==> src/design/video_pkg.sv <==
/* video stream widths and the frame-buffer memory word
   shared by the packer, the top level and the testbench */
package video_pkg;

	localparam int CHAN_W = 8;
	localparam int SLOT_W = 4 * CHAN_W;	// pad, b, g, r
	localparam int WORD_W = 2 * SLOT_W;

	// one memory word as seen raw by the writer, or as two pixel slots
	typedef union packed {
		logic [WORD_W-1:0] raw;
		struct packed {
			logic [CHAN_W-1:0] hi_pad;	// older pixel
			logic [CHAN_W-1:0] hi_b;
			logic [CHAN_W-1:0] hi_g;
			logic [CHAN_W-1:0] hi_r;
			logic [CHAN_W-1:0] lo_pad;	// newer pixel
			logic [CHAN_W-1:0] lo_b;
			logic [CHAN_W-1:0] lo_g;
			logic [CHAN_W-1:0] lo_r;
		} pair;
	} mem_word_u;

endpackage

==> src/design/ctrl_pkg.sv <==
/* output mode codes and camera power-up timing */
package ctrl_pkg;

	localparam int MODE_W = 4;

	localparam logic [MODE_W-1:0] MODE_CAM0 = 4'b0001;
	localparam logic [MODE_W-1:0] MODE_CAM1 = 4'b0010;
	localparam logic [MODE_W-1:0] MODE_HDR  = 4'b0011;	// merged exposure

	// camera reset held low this many cycles after reset release
	localparam int CAM_RESET_CYCLES = 2500;
	localparam int CAM_CNT_W = $clog2(CAM_RESET_CYCLES + 1);

endpackage

==> src/design/cam_power_seq.sv <==
/* camera power-up sequencer: power-down follows system reset,
   camera reset released a fixed count after reset release */
`timescale 1ns/1ps

module cam_power_seq
(
	input  logic sys_clk_b,
	input  logic reset_n_b,
	output logic cam_pwdn_o,
	output logic cam_resetb_o
);
	import ctrl_pkg::*;

	logic [CAM_CNT_W-1:0] cnt_q;
	logic                 done;

	assign done = (cnt_q == CAM_CNT_W'(CAM_RESET_CYCLES));

	// runs once, parks at the terminal count
	always_ff @(posedge sys_clk_b or negedge reset_n_b)
	begin
		if (!reset_n_b)
			cnt_q <= '0;
		else if (!done)
			cnt_q <= cnt_q + 1'b1;
	end

	always_ff @(posedge sys_clk_b or negedge reset_n_b)
	begin
		if (!reset_n_b)
			cam_resetb_o <= 1'b0;
		else if (done)
			cam_resetb_o <= 1'b1;	// sticky
	end

	assign cam_pwdn_o = !reset_n_b;

endmodule

==> src/design/exposure_merge.sv <==
/* exposure merge stage: registers both camera pixels with
   their per-channel floor average */
`timescale 1ns/1ps

module exposure_merge
(
	input  logic                        sys_clk_b,
	input  logic                        reset_n_b,
	input  logic [video_pkg::CHAN_W-1:0] cam0_r_i,
	input  logic [video_pkg::CHAN_W-1:0] cam0_g_i,
	input  logic [video_pkg::CHAN_W-1:0] cam0_b_i,
	input  logic [video_pkg::CHAN_W-1:0] cam1_r_i,
	input  logic [video_pkg::CHAN_W-1:0] cam1_g_i,
	input  logic [video_pkg::CHAN_W-1:0] cam1_b_i,
	input  logic                        valid_i,
	input  logic                        sof_i,
	input  logic                        eof_i,
	input  logic                        ready_i,
	output logic                        ready_o,
	output logic [video_pkg::CHAN_W-1:0] cam0_r_o,
	output logic [video_pkg::CHAN_W-1:0] cam0_g_o,
	output logic [video_pkg::CHAN_W-1:0] cam0_b_o,
	output logic [video_pkg::CHAN_W-1:0] cam1_r_o,
	output logic [video_pkg::CHAN_W-1:0] cam1_g_o,
	output logic [video_pkg::CHAN_W-1:0] cam1_b_o,
	output logic [video_pkg::CHAN_W-1:0] hdr_r_o,
	output logic [video_pkg::CHAN_W-1:0] hdr_g_o,
	output logic [video_pkg::CHAN_W-1:0] hdr_b_o,
	output logic                        valid_o,
	output logic                        sof_o,
	output logic                        eof_o
);
	import video_pkg::*;

	// sum keeps the carry, bits 8:1 are the average
	function automatic logic [CHAN_W-1:0] avg2(input logic [CHAN_W-1:0] a,
		input logic [CHAN_W-1:0] b);
		logic [CHAN_W:0] sum;
		sum = {1'b0, a} + {1'b0, b};
		return sum[CHAN_W:1];
	endfunction

	assign ready_o = !valid_o || ready_i;

	always_ff @(posedge sys_clk_b or negedge reset_n_b)
	begin
		if (!reset_n_b)
			valid_o <= 1'b0;
		else if (ready_o)
			valid_o <= valid_i;
	end

	always_ff @(posedge sys_clk_b)
	begin
		if (valid_i && ready_o)
		begin
			cam0_r_o <= cam0_r_i;
			cam0_g_o <= cam0_g_i;
			cam0_b_o <= cam0_b_i;
			cam1_r_o <= cam1_r_i;
			cam1_g_o <= cam1_g_i;
			cam1_b_o <= cam1_b_i;
			hdr_r_o  <= avg2(cam0_r_i, cam1_r_i);
			hdr_g_o  <= avg2(cam0_g_i, cam1_g_i);
			hdr_b_o  <= avg2(cam0_b_i, cam1_b_i);
			sof_o    <= sof_i;
			eof_o    <= eof_i;
		end
	end

endmodule

==> src/design/stream_mode_select.sv <==
/* output source selector, mode latched once per frame at start of frame */
`timescale 1ns/1ps

module stream_mode_select
(
	input  logic                        sys_clk_b,
	input  logic                        reset_n_b,
	input  logic [ctrl_pkg::MODE_W-1:0]  mode_i,
	input  logic [video_pkg::CHAN_W-1:0] cam0_r_i,
	input  logic [video_pkg::CHAN_W-1:0] cam0_g_i,
	input  logic [video_pkg::CHAN_W-1:0] cam0_b_i,
	input  logic [video_pkg::CHAN_W-1:0] cam1_r_i,
	input  logic [video_pkg::CHAN_W-1:0] cam1_g_i,
	input  logic [video_pkg::CHAN_W-1:0] cam1_b_i,
	input  logic [video_pkg::CHAN_W-1:0] hdr_r_i,
	input  logic [video_pkg::CHAN_W-1:0] hdr_g_i,
	input  logic [video_pkg::CHAN_W-1:0] hdr_b_i,
	input  logic                        valid_i,
	input  logic                        sof_i,
	input  logic                        eof_i,
	input  logic                        ready_i,
	output logic                        ready_o,
	output logic [video_pkg::CHAN_W-1:0] r_o,
	output logic [video_pkg::CHAN_W-1:0] g_o,
	output logic [video_pkg::CHAN_W-1:0] b_o,
	output logic                        valid_o,
	output logic                        sof_o,
	output logic                        eof_o
);
	import ctrl_pkg::*;

	logic              accept;
	logic [MODE_W-1:0] mode_q;
	logic [MODE_W-1:0] sel_mode;

	assign ready_o  = !valid_o || ready_i;
	assign accept   = valid_i && ready_o;
	assign sel_mode = sof_i ? mode_i : mode_q;	// sof pixel already uses new mode

	always_ff @(posedge sys_clk_b or negedge reset_n_b)
	begin
		if (!reset_n_b)
		begin
			mode_q  <= MODE_CAM0;
			valid_o <= 1'b0;
		end
		else
		begin
			if (accept && sof_i)
				mode_q <= mode_i;
			if (ready_o)
				valid_o <= valid_i;
		end
	end

	always_ff @(posedge sys_clk_b)
	begin
		if (accept)
		begin
			case (sel_mode)
				MODE_CAM1: {r_o, g_o, b_o} <= {cam1_r_i, cam1_g_i, cam1_b_i};
				MODE_HDR:  {r_o, g_o, b_o} <= {hdr_r_i, hdr_g_i, hdr_b_i};
				default:   {r_o, g_o, b_o} <= {cam0_r_i, cam0_g_i, cam0_b_i};
			endcase
			sof_o <= sof_i;
			eof_o <= eof_i;
		end
	end

endmodule

==> src/design/pixel_packer.sv <==
/* pairs pixels into 64-bit frame-buffer words, older pixel upper,
   an odd pixel at end of frame goes out with a zero lower slot */
`timescale 1ns/1ps

module pixel_packer
(
	input  logic                        sys_clk_b,
	input  logic                        reset_n_b,
	input  logic [video_pkg::CHAN_W-1:0] r_i,
	input  logic [video_pkg::CHAN_W-1:0] g_i,
	input  logic [video_pkg::CHAN_W-1:0] b_i,
	input  logic                        valid_i,
	input  logic                        sof_i,
	input  logic                        eof_i,
	input  logic                        ready_i,
	output logic                        ready_o,
	output video_pkg::mem_word_u        word_o,
	output logic                        valid_o,
	output logic                        sof_o,
	output logic                        eof_o
);
	import video_pkg::*;

	logic              accept;
	logic              word_done;
	logic              half_q;	// first pixel of a pair held
	logic [CHAN_W-1:0] hold_r;
	logic [CHAN_W-1:0] hold_g;
	logic [CHAN_W-1:0] hold_b;
	logic              hold_sof;

	assign ready_o   = !valid_o || ready_i;
	assign accept    = valid_i && ready_o;
	assign word_done = accept && (half_q || eof_i);

	always_ff @(posedge sys_clk_b or negedge reset_n_b)
	begin
		if (!reset_n_b)
		begin
			half_q  <= 1'b0;
			valid_o <= 1'b0;
		end
		else
		begin
			valid_o <= word_done || (valid_o && !ready_i);
			if (accept)
				half_q <= !half_q && !eof_i;
		end
	end

	always_ff @(posedge sys_clk_b)
	begin
		if (accept && !half_q)
		begin
			hold_r   <= r_i;
			hold_g   <= g_i;
			hold_b   <= b_i;
			hold_sof <= sof_i;
		end
		if (word_done)
		begin
			word_o.pair.hi_pad <= '0;
			word_o.pair.lo_pad <= '0;
			eof_o              <= eof_i;
			if (half_q)
			begin
				word_o.pair.hi_b <= hold_b;
				word_o.pair.hi_g <= hold_g;
				word_o.pair.hi_r <= hold_r;
				word_o.pair.lo_b <= b_i;
				word_o.pair.lo_g <= g_i;
				word_o.pair.lo_r <= r_i;
				sof_o            <= hold_sof;
			end
			else
			begin	// lone pixel closing the frame
				word_o.pair.hi_b <= b_i;
				word_o.pair.hi_g <= g_i;
				word_o.pair.hi_r <= r_i;
				word_o.pair.lo_b <= '0;
				word_o.pair.lo_g <= '0;
				word_o.pair.lo_r <= '0;
				sof_o            <= sof_i;
			end
		end
	end

endmodule

==> src/design/hdr_video_top.sv <==
/* dual-camera HDR stream path: merge, mode select and word packing,
   with the camera power-up sequencer alongside */
`timescale 1ns/1ps

module hdr_video_top
(
	input  logic                        sys_clk_b,
	input  logic                        reset_n_b,
	input  logic [ctrl_pkg::MODE_W-1:0]  mode_i,
	input  logic [video_pkg::CHAN_W-1:0] cam0_r_i,
	input  logic [video_pkg::CHAN_W-1:0] cam0_g_i,
	input  logic [video_pkg::CHAN_W-1:0] cam0_b_i,
	input  logic [video_pkg::CHAN_W-1:0] cam1_r_i,
	input  logic [video_pkg::CHAN_W-1:0] cam1_g_i,
	input  logic [video_pkg::CHAN_W-1:0] cam1_b_i,
	input  logic                        in_valid_i,
	input  logic                        in_sof_i,
	input  logic                        in_eof_i,
	input  logic                        word_ready_i,
	output logic                        in_ready_o,
	output video_pkg::mem_word_u        word_o,
	output logic                        word_valid_o,
	output logic                        word_sof_o,
	output logic                        word_eof_o,
	output logic                        cam_pwdn_o,
	output logic                        cam_resetb_o
);
	import video_pkg::*;

	// merge -> select
	logic [CHAN_W-1:0] m_cam0_r, m_cam0_g, m_cam0_b;
	logic [CHAN_W-1:0] m_cam1_r, m_cam1_g, m_cam1_b;
	logic [CHAN_W-1:0] m_hdr_r, m_hdr_g, m_hdr_b;
	logic              m_valid, m_sof, m_eof, m_ready;

	// select -> packer
	logic [CHAN_W-1:0] s_r, s_g, s_b;
	logic              s_valid, s_sof, s_eof, s_ready;

	cam_power_seq u_cam_power_seq
	(
		.sys_clk_b    (sys_clk_b),
		.reset_n_b    (reset_n_b),
		.cam_pwdn_o   (cam_pwdn_o),
		.cam_resetb_o (cam_resetb_o)
	);

	exposure_merge u_exposure_merge
	(
		.sys_clk_b (sys_clk_b),    .reset_n_b (reset_n_b),
		.cam0_r_i  (cam0_r_i),     .cam0_g_i  (cam0_g_i),   .cam0_b_i (cam0_b_i),
		.cam1_r_i  (cam1_r_i),     .cam1_g_i  (cam1_g_i),   .cam1_b_i (cam1_b_i),
		.valid_i   (in_valid_i),   .sof_i     (in_sof_i),   .eof_i    (in_eof_i),
		.ready_i   (m_ready),      .ready_o   (in_ready_o),
		.cam0_r_o  (m_cam0_r),     .cam0_g_o  (m_cam0_g),   .cam0_b_o (m_cam0_b),
		.cam1_r_o  (m_cam1_r),     .cam1_g_o  (m_cam1_g),   .cam1_b_o (m_cam1_b),
		.hdr_r_o   (m_hdr_r),      .hdr_g_o   (m_hdr_g),    .hdr_b_o  (m_hdr_b),
		.valid_o   (m_valid),      .sof_o     (m_sof),      .eof_o    (m_eof)
	);

	stream_mode_select u_stream_mode_select
	(
		.sys_clk_b (sys_clk_b),    .reset_n_b (reset_n_b),  .mode_i   (mode_i),
		.cam0_r_i  (m_cam0_r),     .cam0_g_i  (m_cam0_g),   .cam0_b_i (m_cam0_b),
		.cam1_r_i  (m_cam1_r),     .cam1_g_i  (m_cam1_g),   .cam1_b_i (m_cam1_b),
		.hdr_r_i   (m_hdr_r),      .hdr_g_i   (m_hdr_g),    .hdr_b_i  (m_hdr_b),
		.valid_i   (m_valid),      .sof_i     (m_sof),      .eof_i    (m_eof),
		.ready_i   (s_ready),      .ready_o   (m_ready),
		.r_o       (s_r),          .g_o       (s_g),        .b_o      (s_b),
		.valid_o   (s_valid),      .sof_o     (s_sof),      .eof_o    (s_eof)
	);

	pixel_packer u_pixel_packer
	(
		.sys_clk_b (sys_clk_b),    .reset_n_b (reset_n_b),
		.r_i       (s_r),          .g_i       (s_g),        .b_i      (s_b),
		.valid_i   (s_valid),      .sof_i     (s_sof),      .eof_i    (s_eof),
		.ready_i   (word_ready_i), .ready_o   (s_ready),
		.word_o    (word_o),       .valid_o   (word_valid_o),
		.sof_o     (word_sof_o),   .eof_o     (word_eof_o)
	);

endmodule

==> config.mk <==
export PLATFORM = sky130hd
export DESIGN_NAME = hdr_video_top
export DESIGN_NICKNAME = d
export VERILOG_FILES = /design/src/design/video_pkg.sv /design/src/design/ctrl_pkg.sv /design/src/design/cam_power_seq.sv /design/src/design/exposure_merge.sv /design/src/design/stream_mode_select.sv /design/src/design/pixel_packer.sv /design/src/design/hdr_video_top.sv
export SDC_FILE = /design/constraint.sdc
export NUM_CORES = 1
export LEC_CHECK = 0
export BUFFER_PORTS_ARGS = -buffer_cell sky130_fd_sc_hd__clkbuf_2
export CAP_MARGIN = 20
export CORE_ASPECT_RATIO = 0.6
export CORE_MARGIN = 1
export CORE_UTILIZATION = 45
export CTS_BUF_LIST = sky130_fd_sc_hd__clkbuf_4
export CTS_CLUSTER_SIZE = 40
export DETAILED_ROUTE_END_ITERATION = 8
export GPL_ROUTABILITY_DRIVEN = 0
export PLACE_DENSITY = 0.76
export SLEW_MARGIN = 20
export SYNTH_ARGS = -nofsm -noshare
export SYNTH_HDL_FRONTEND = slang
export SYNTH_SLANG_ARGS = --single-unit
==> constraint.sdc <==
create_clock -name sys_clk_b -period 3 [get_ports sys_clk_b]
set_clock_uncertainty 0.05 [all_clocks]
set_input_delay 0.9 -clock sys_clk_b [delete_from_list [all_inputs] [get_ports sys_clk_b]]
set_output_delay 0.9 -clock sys_clk_b [all_outputs]
set_load 0.01 [all_outputs]
==> results of run 1 <==
layer usage:
metal / vias up / track usage / share of wire
li1: 2161 / - / -
met1: 2119 / 0.243 / 0.51
met2: 136 / 0.225 / 0.41
met3: 15 / 0.0544 / 0.074
met4: 2 / 0.0602 / 0.013
met5: - / 0 / 0.00089
stage by stage:
stage / worst slack (ns) / cells
2_1_floorplan: 0.104 / 538
3_3_place_gp: 0.319 / 864
3_5_place_dp: 0.252 / 864
4_1_cts: 0.533 / 896
5_1_grt: 0.452 / 896
6_report: 0.573 / 896
registers in the layout (all words and copies together) (netlist names), 4 cells and up:
register                     count
u_pixel_packer.word_o           48
u_cam_power_seq.cnt_q           12
u_exposure_merge.cam0_b_o        8
u_exposure_merge.cam0_g_o        8
u_exposure_merge.cam0_r_o        8
u_exposure_merge.cam1_b_o        8
u_exposure_merge.cam1_g_o        8
u_exposure_merge.cam1_r_o        8
u_exposure_merge.hdr_b_o         8
u_exposure_merge.hdr_g_o         8
u_exposure_merge.hdr_r_o         8
u_pixel_packer.hold_b            8
u_pixel_packer.hold_g            8
u_pixel_packer.hold_r            8
u_stream_mode_select.b_o         8
u_stream_mode_select.g_o         8
u_stream_mode_select.r_o         8
u_stream_mode_select.mode_q      4
cells in the mapped netlist:
library cell  instances  area, µm²
nor2_1               14       52.6
nor4b_1               1       8.76
and3_1                2       12.5
mux2i_1              23        230
nor4_1                3       18.8
a31oi_1               2       12.5
a21o_1                5       37.5
mux2i_4               1       22.5
edfxtp_1            175       5260
a211o_1               2       17.5
nand2b_1              6       37.5
nor3_1                7       35.0
o31a_1                1       8.76
dfstp_2               1       26.3
buf_4                17        128
a311oi_2              1       15.0
o21ai_0               9       45.0
nand4b_1              1       8.76
clkbuf_1              5       18.8
xnor2_1              18        158
a21oi_2               1       8.76
mux2_2               31        349
and2_1               29        181
fa_1                  3       60.1
or2_2                 1       6.26
buf_6                 4       45.0
nand4_1               6       37.5
nand3_1              10       50.1
buf_2                 3       15.0
ha_1                 23        288
a21oi_1              11       55.1
xor2_1               10       87.6
a221oi_1              1       8.76
dfrtp_1              20        500
inv_1                 7       26.3
nand2_1              45        169
nor2b_1               3       18.8
o21ai_1              19       95.1
a211oi_1              1       7.51
conb_1                1       3.75
worst max-delay path by stage:
stage | start | to | slack, ns | cells after the start
2_1_floorplan | word_ready_i | u_pixel_packer.eof_o | 0.10 | 3
3_3_place_gp | cam0_g_i[0] | u_exposure_merge.hdr_g_o[7] | 0.32 | 8
3_5_place_dp | cam0_g_i[0] | u_exposure_merge.hdr_g_o[7] | 0.25 | 8
4_1_cts | u_pixel_packer.valid_o | in_ready_o | 0.53 | 3
5_1_grt | u_pixel_packer.valid_o | in_ready_o | 0.45 | 3
6_report | u_pixel_packer.valid_o | in_ready_o | 0.57 | 3
logic make-up after synthesis:
kind of cell               Yosys count  synth area share
DFF                                196             0.708
and+or+nand+nor                    128            0.0780
muxes                               55            0.0737
AOI/OAI and AO/OA                   53            0.0382
buffers and inverters               36            0.0285
xor gates and xnor gates            28            0.0300
adders and majority gates           26            0.0426
other                                1          0.000459
worst reg2reg max path, cell delays in order, from the launching register on:
cell	delay [ns]
edfxtp_1	0.57
nor4b_1	0.56
a31oi_4	0.21
buf_4	0.28
o21ai_0	0.32
power by group:
group	switching (µW)	internal (µW)	leakage [µW]
combinational	831	621	0.00160
sequential	195	3690	0.00195
clock	900	527	0.000146
final cells by class:
cell class                      instances  area (µm²)  share of cell area
Clock buffer                           19         143              0.0153
Multi-Input combinational cell        306        2230               0.240
Inverter                                7        26.3             0.00282
Clock inverter                         13         149              0.0160
Timing Repair Buffer                  121         681              0.0732
Tap cell                              234         293              0.0315
Sequential cell                       196        5780               0.622
==> metrics, run 1 <==
status complete, no violations; root buf cell clkbuf_4; Total GRT Usage 0.165; max-cap violations 0; Reg clk slew, reported paths around 0.16 ns; Diodes inserted 0; Critical Path, Cell by Cell nor2b_1 > nand3_1 > clkbuf_2; crit start category register; vias in the first global route approximately 4300; Max Buffers Root-to-Sink 2; Min-Delay Path Class in -> async; Final Max Tran Viols 0; Slowest cell on crit path dfrtp_1; global-route wire length before repair ~23000 µm; pwr/cell area 727 nW/µm²; most frequent cells in the layout 175 x edfxtp_1, 111 x clkbuf_2, 45 x nand2_1, 31 x mux2_2, 28 x and2_1; fin util 0.533; f_max between 400 and 500 MHz; die height about 110 µm; FF-to-FF path depth 4; final worst-path cycle share 0.809; Overflow after GRT 0; H-tree levels 4; minimum clock period 2.43 ns; Initial DRC Count around 300; Post-CTS Setup Bufs 0; Rel. slew slack 0.608; largest net degree at the start of global routing 46; post-CTS sizing 0; r2r setup slk 0.80 ns; Final Hold Viols 0; required time worst endpoint 2.05 ns; die area roughly 19000 µm²; layout cell share with drive strength beyond 1 0.290; DR vias roughly 4400; Initial Util 0.468; Hold WS roughly 0.22 ns; CP max FO 3; Total Wirelength ~15000 µm; number of vias per cell about 4.9; top cell family by delay on the critical path flip-flops; Crit Reg-Reg Endpoint u_stream_mode_select.r_o[7]; HPWL after DPL 10600 µm; FF-to-FF Start u_exposure_merge.sof_o; Design Area, Final roughly 9300 µm²; Post-CTS Hold Buffers 0; unrepaired setup endpoints after global routing no; Crit. End Element output pin; Leakage roughly 0.0037 µW; number of nets in the layout 733; CP Data Arrival Time between 1 and 1.5 ns; post-synthesis instance area between 8000 and 9000 µm²; CTS Buf Count 17; Std-Cell Core Area about 17000 µm²; area delta synth->final 14.0%; Buf+Inv Stages, Crit Path 1; CP max stage delay about 0.40 ns; WL/cell 16.4 µm; DRC Markers 0; clock insertion delay at the later pin of the skew report 0.58 ns; Setup CP Type reg -> out; Final setup viols 0; Die W between 150 and 200 µm; initial antenna violation count 1; post-route ant nets 0; Final Power between 6000 and 7000 µW; commonest non-fill, non-tap cell in the layout edfxtp_1; synth warn 0; Fillers between 1000 and 1500; cell row count 37; I/O Pins between 100 and 150; placed cell area about 9000 µm²; Gate Count Post-Synth between 500 and 600; post-synth cell types 40; Peak VDD IR about 0.25 mV; Slew @ Worst Pin a little under 0.6 ns; Initial DRT Pass Iterations 5; synthesized area per cell 15.6 µm²; input/output buffers between 100 and 150; sequential share of the synthesized area 0.708; CTS Sinks 196; TritonCTS clock tree done; flops & latches, synth a little under 200; Fin Setup TNS 0 ns
Note: power is estimated with default switching activity, not from simulation.
==> run 2, diff against run 1 <==
Clock period 3 ns to 2 ns, I/O delays scaled along.
==> metrics, run 2 (synthesis results as in run 1) <==
Cells after DPL 898 (was 864); status complete, no violations (unchanged); most frequent cells in the layout 175 x edfxtp_1, 110 x clkbuf_2, 44 x nand2_1, 39 x buf_4, 31 x mux2_2 (was 175 x edfxtp_1, 111 x clkbuf_2, 45 x nand2_1, 31 x mux2_2, 28 x and2_1); Finished Layout Cells 934 (was 896); Top reg by flops u_pixel_packer.word_o (unchanged); TritonCTS clock tree done (unchanged); Initial Util 0.468 (unchanged); DR vias 4615 (was 4433); Design Area, Final 9660 µm² (was 9300 µm²); minimum clock period between 1.5 and 2 ns; Min-Delay Path Class in -> reg (was in -> async); CP max FO 2 (was 3); CP Data Arrival Time 1.31 ns (was 1.48 ns); commonest non-fill, non-tap cell in the layout edfxtp_1 (unchanged); largest net degree at the start of global routing 49 (was 46); FF-to-FF Start u_exposure_merge.sof_o (unchanged); Std-Cell Core Area 17500 µm² (unchanged); placed cell area 9330 µm² (was 9010 µm²); Crit. End Element output pin (unchanged); Reg clk slew, reported paths 0.16 ns (about the same); WL/cell 16.1 µm (was 16.4 µm); Fillers 1397 (was 1390); post-route ant nets 0 (unchanged); final worst-path cycle share 0.979; CTS Buf Count 17 (unchanged); HPWL after DPL 11100 µm (was 10600 µm); Total Wirelength 15000 µm (was 14700 µm); Hold WS 0.161 ns (was 0.225 ns); Max Buffers Root-to-Sink 2 (unchanged); Initial DRT Pass Iterations 5 (unchanged); required time worst endpoint 1.35 ns (was 2.05 ns); area delta synth->final 18.3% (was 14.0%); Leakage 0.00392 µW (was 0.00370 µW); top flop regs u_pixel_packer.word_o: 48 flops, u_cam_power_seq.cnt_q: 12 flops (unchanged); Crit Reg-Reg Endpoint u_stream_mode_select.b_o[4] (was u_stream_mode_select.r_o[7]); sw frac 0.289 (was 0.285); hold endpoint u_exposure_merge.sof_o; max-cap violations 0 (unchanged); vias in the first global route 4544 (was 4346); Peak VDD IR 0.481 mV (was 0.245 mV); crit start category register (unchanged); root buf cell clkbuf_4 (unchanged); Psw 2960 µW (was 1920 µW); Overflow after GRT 0 (unchanged); cell row count 37 (unchanged); die area 18700 µm² (unchanged); input/output buffers 111 (unchanged); Final Max Tran Viols 0 (unchanged); pwr/cell area 1060 nW/µm² (was 727 nW/µm²); initial antenna violation count 3 (was 1); Int Power 7300 µW (was 4840 µW); I/O Pins 128 (unchanged); number of nets in the layout 770 (was 733); f_max approximately 500 MHz; beginning of the worst hold path in_sof_i; Initial DRC Count 444 (was 304); H-tree levels 4 (unchanged); Die W 176 µm (unchanged); Clk pwr share 0.201 (was 0.211); Hold Crit Depth 1; unrepaired setup endpoints after global routing yes (was no); Logic pwr share 0.232 (was 0.215); GRT busiest layer met1 (unchanged); layout cell share with drive strength beyond 1 0.343 (was 0.290); sequential cell fraction of total power 0.568 (was 0.574); number of vias per cell 4.94 (was 4.95); Final Hold Viols 0 (unchanged); global-route wire length before repair 24100 µm (was 23000 µm); FF-to-FF path depth 5 (was 4); Total GRT Usage 0.173 (was 0.165); met3 usage 0.0440 (was 0.0544); met1 usage 0.262 (was 0.243); die height 106 µm (unchanged); r2r setup slk 0.09 ns (was 0.80 ns); DRC Markers 0 (unchanged); Final setup viols 0 (unchanged); clock insertion delay at the later pin of the skew report 0.55 ns (was 0.58 ns); max reg flops 48 (unchanged); CTS Sinks 196 (unchanged); grt met2 use 0.236 (was 0.225); Setup CP Type reg -> out (unchanged)
## run 2: critical path: stages (launching register included)
cell	delay, ns
dfrtp_1	0.38
nor2b_4	0.16
nand3_2	0.09
buf_6	0.13
## run 2: final cells by class
type | instances | area, µm² | share of cell area
antenna | 1 | 2.50 | 0.000259
clock buffer | 18 | 135 | 0.0140
clock inverter | 14 | 141 | 0.0146
inverter | 7 | 26.3 | 0.00272
multi-input combinational | 306 | 2270 | 0.235
sequential | 196 | 5780 | 0.599
tap | 234 | 293 | 0.0303
timing repair buffer | 158 | 1000 | 0.104
## run 2: metrics by stage
| stage | TNS [ns] | util | power [µW] | setup WS, ns |
|---|---|---|---|---|
| after floorplan | -0.618 | - | 7310 | -0.0789 |
| after global placement | -1.46 | 0.534 | 8210 | -0.232 |
| after detailed placement | -2.07 | 0.534 | 8290 | -0.261 |
| after CTS | -0.0250 | 0.552 | 10400 | -0.0250 |
| after global routing | -0.0784 | 0.553 | 10800 | -0.0784 |
| final | 0 | 0.553 | 10300 | 0.0415 |
## run 2: what timing repair did
action                     4_1_cts  5_1_grt
hold buffers                     1        0
resized for setup                4        3
pin swaps                        1        0
cloned                           0        0
buffers inserted                 1        1
hold endpoints to repair        20        0
setup endpoints to repair        2        3
## run 2: metal layers
layer | vias up | wire length, µm
met3 | 25 | 944
met2 | 150 | 6170
met5 | - | 26
met1 | 2209 | 7630
met4 | 4 | 249
li1 | 2227 | -
## run 2: worst max path at each step
stage	start	endpoint	slack (ns)	cells after the start
floorplan	cam0_g_i[0]	u_exposure_merge.hdr_g_o[7]	-0.08	7
global placement	cam0_g_i[0]	u_exposure_merge.hdr_g_o[7]	-0.23	8
detailed placement	cam0_g_i[0]	u_exposure_merge.hdr_g_o[7]	-0.26	8
CTS	u_pixel_packer.valid_o	in_ready_o	-0.02	3
global route	u_pixel_packer.valid_o	in_ready_o	-0.08	3
finish	u_pixel_packer.valid_o	in_ready_o	0.04	3
## run 2: power groups by stage
stage	clock network, µW	registers [µW]	logic, µW
4_1_cts	2130	5830	2400
3_3_place_gp	0	5890	2320
3_5_place_dp	0	5920	2370
5_1_grt	2280	5910	2600
2_1_floorplan	0	5980	1330
6_report	2060	5820	2380
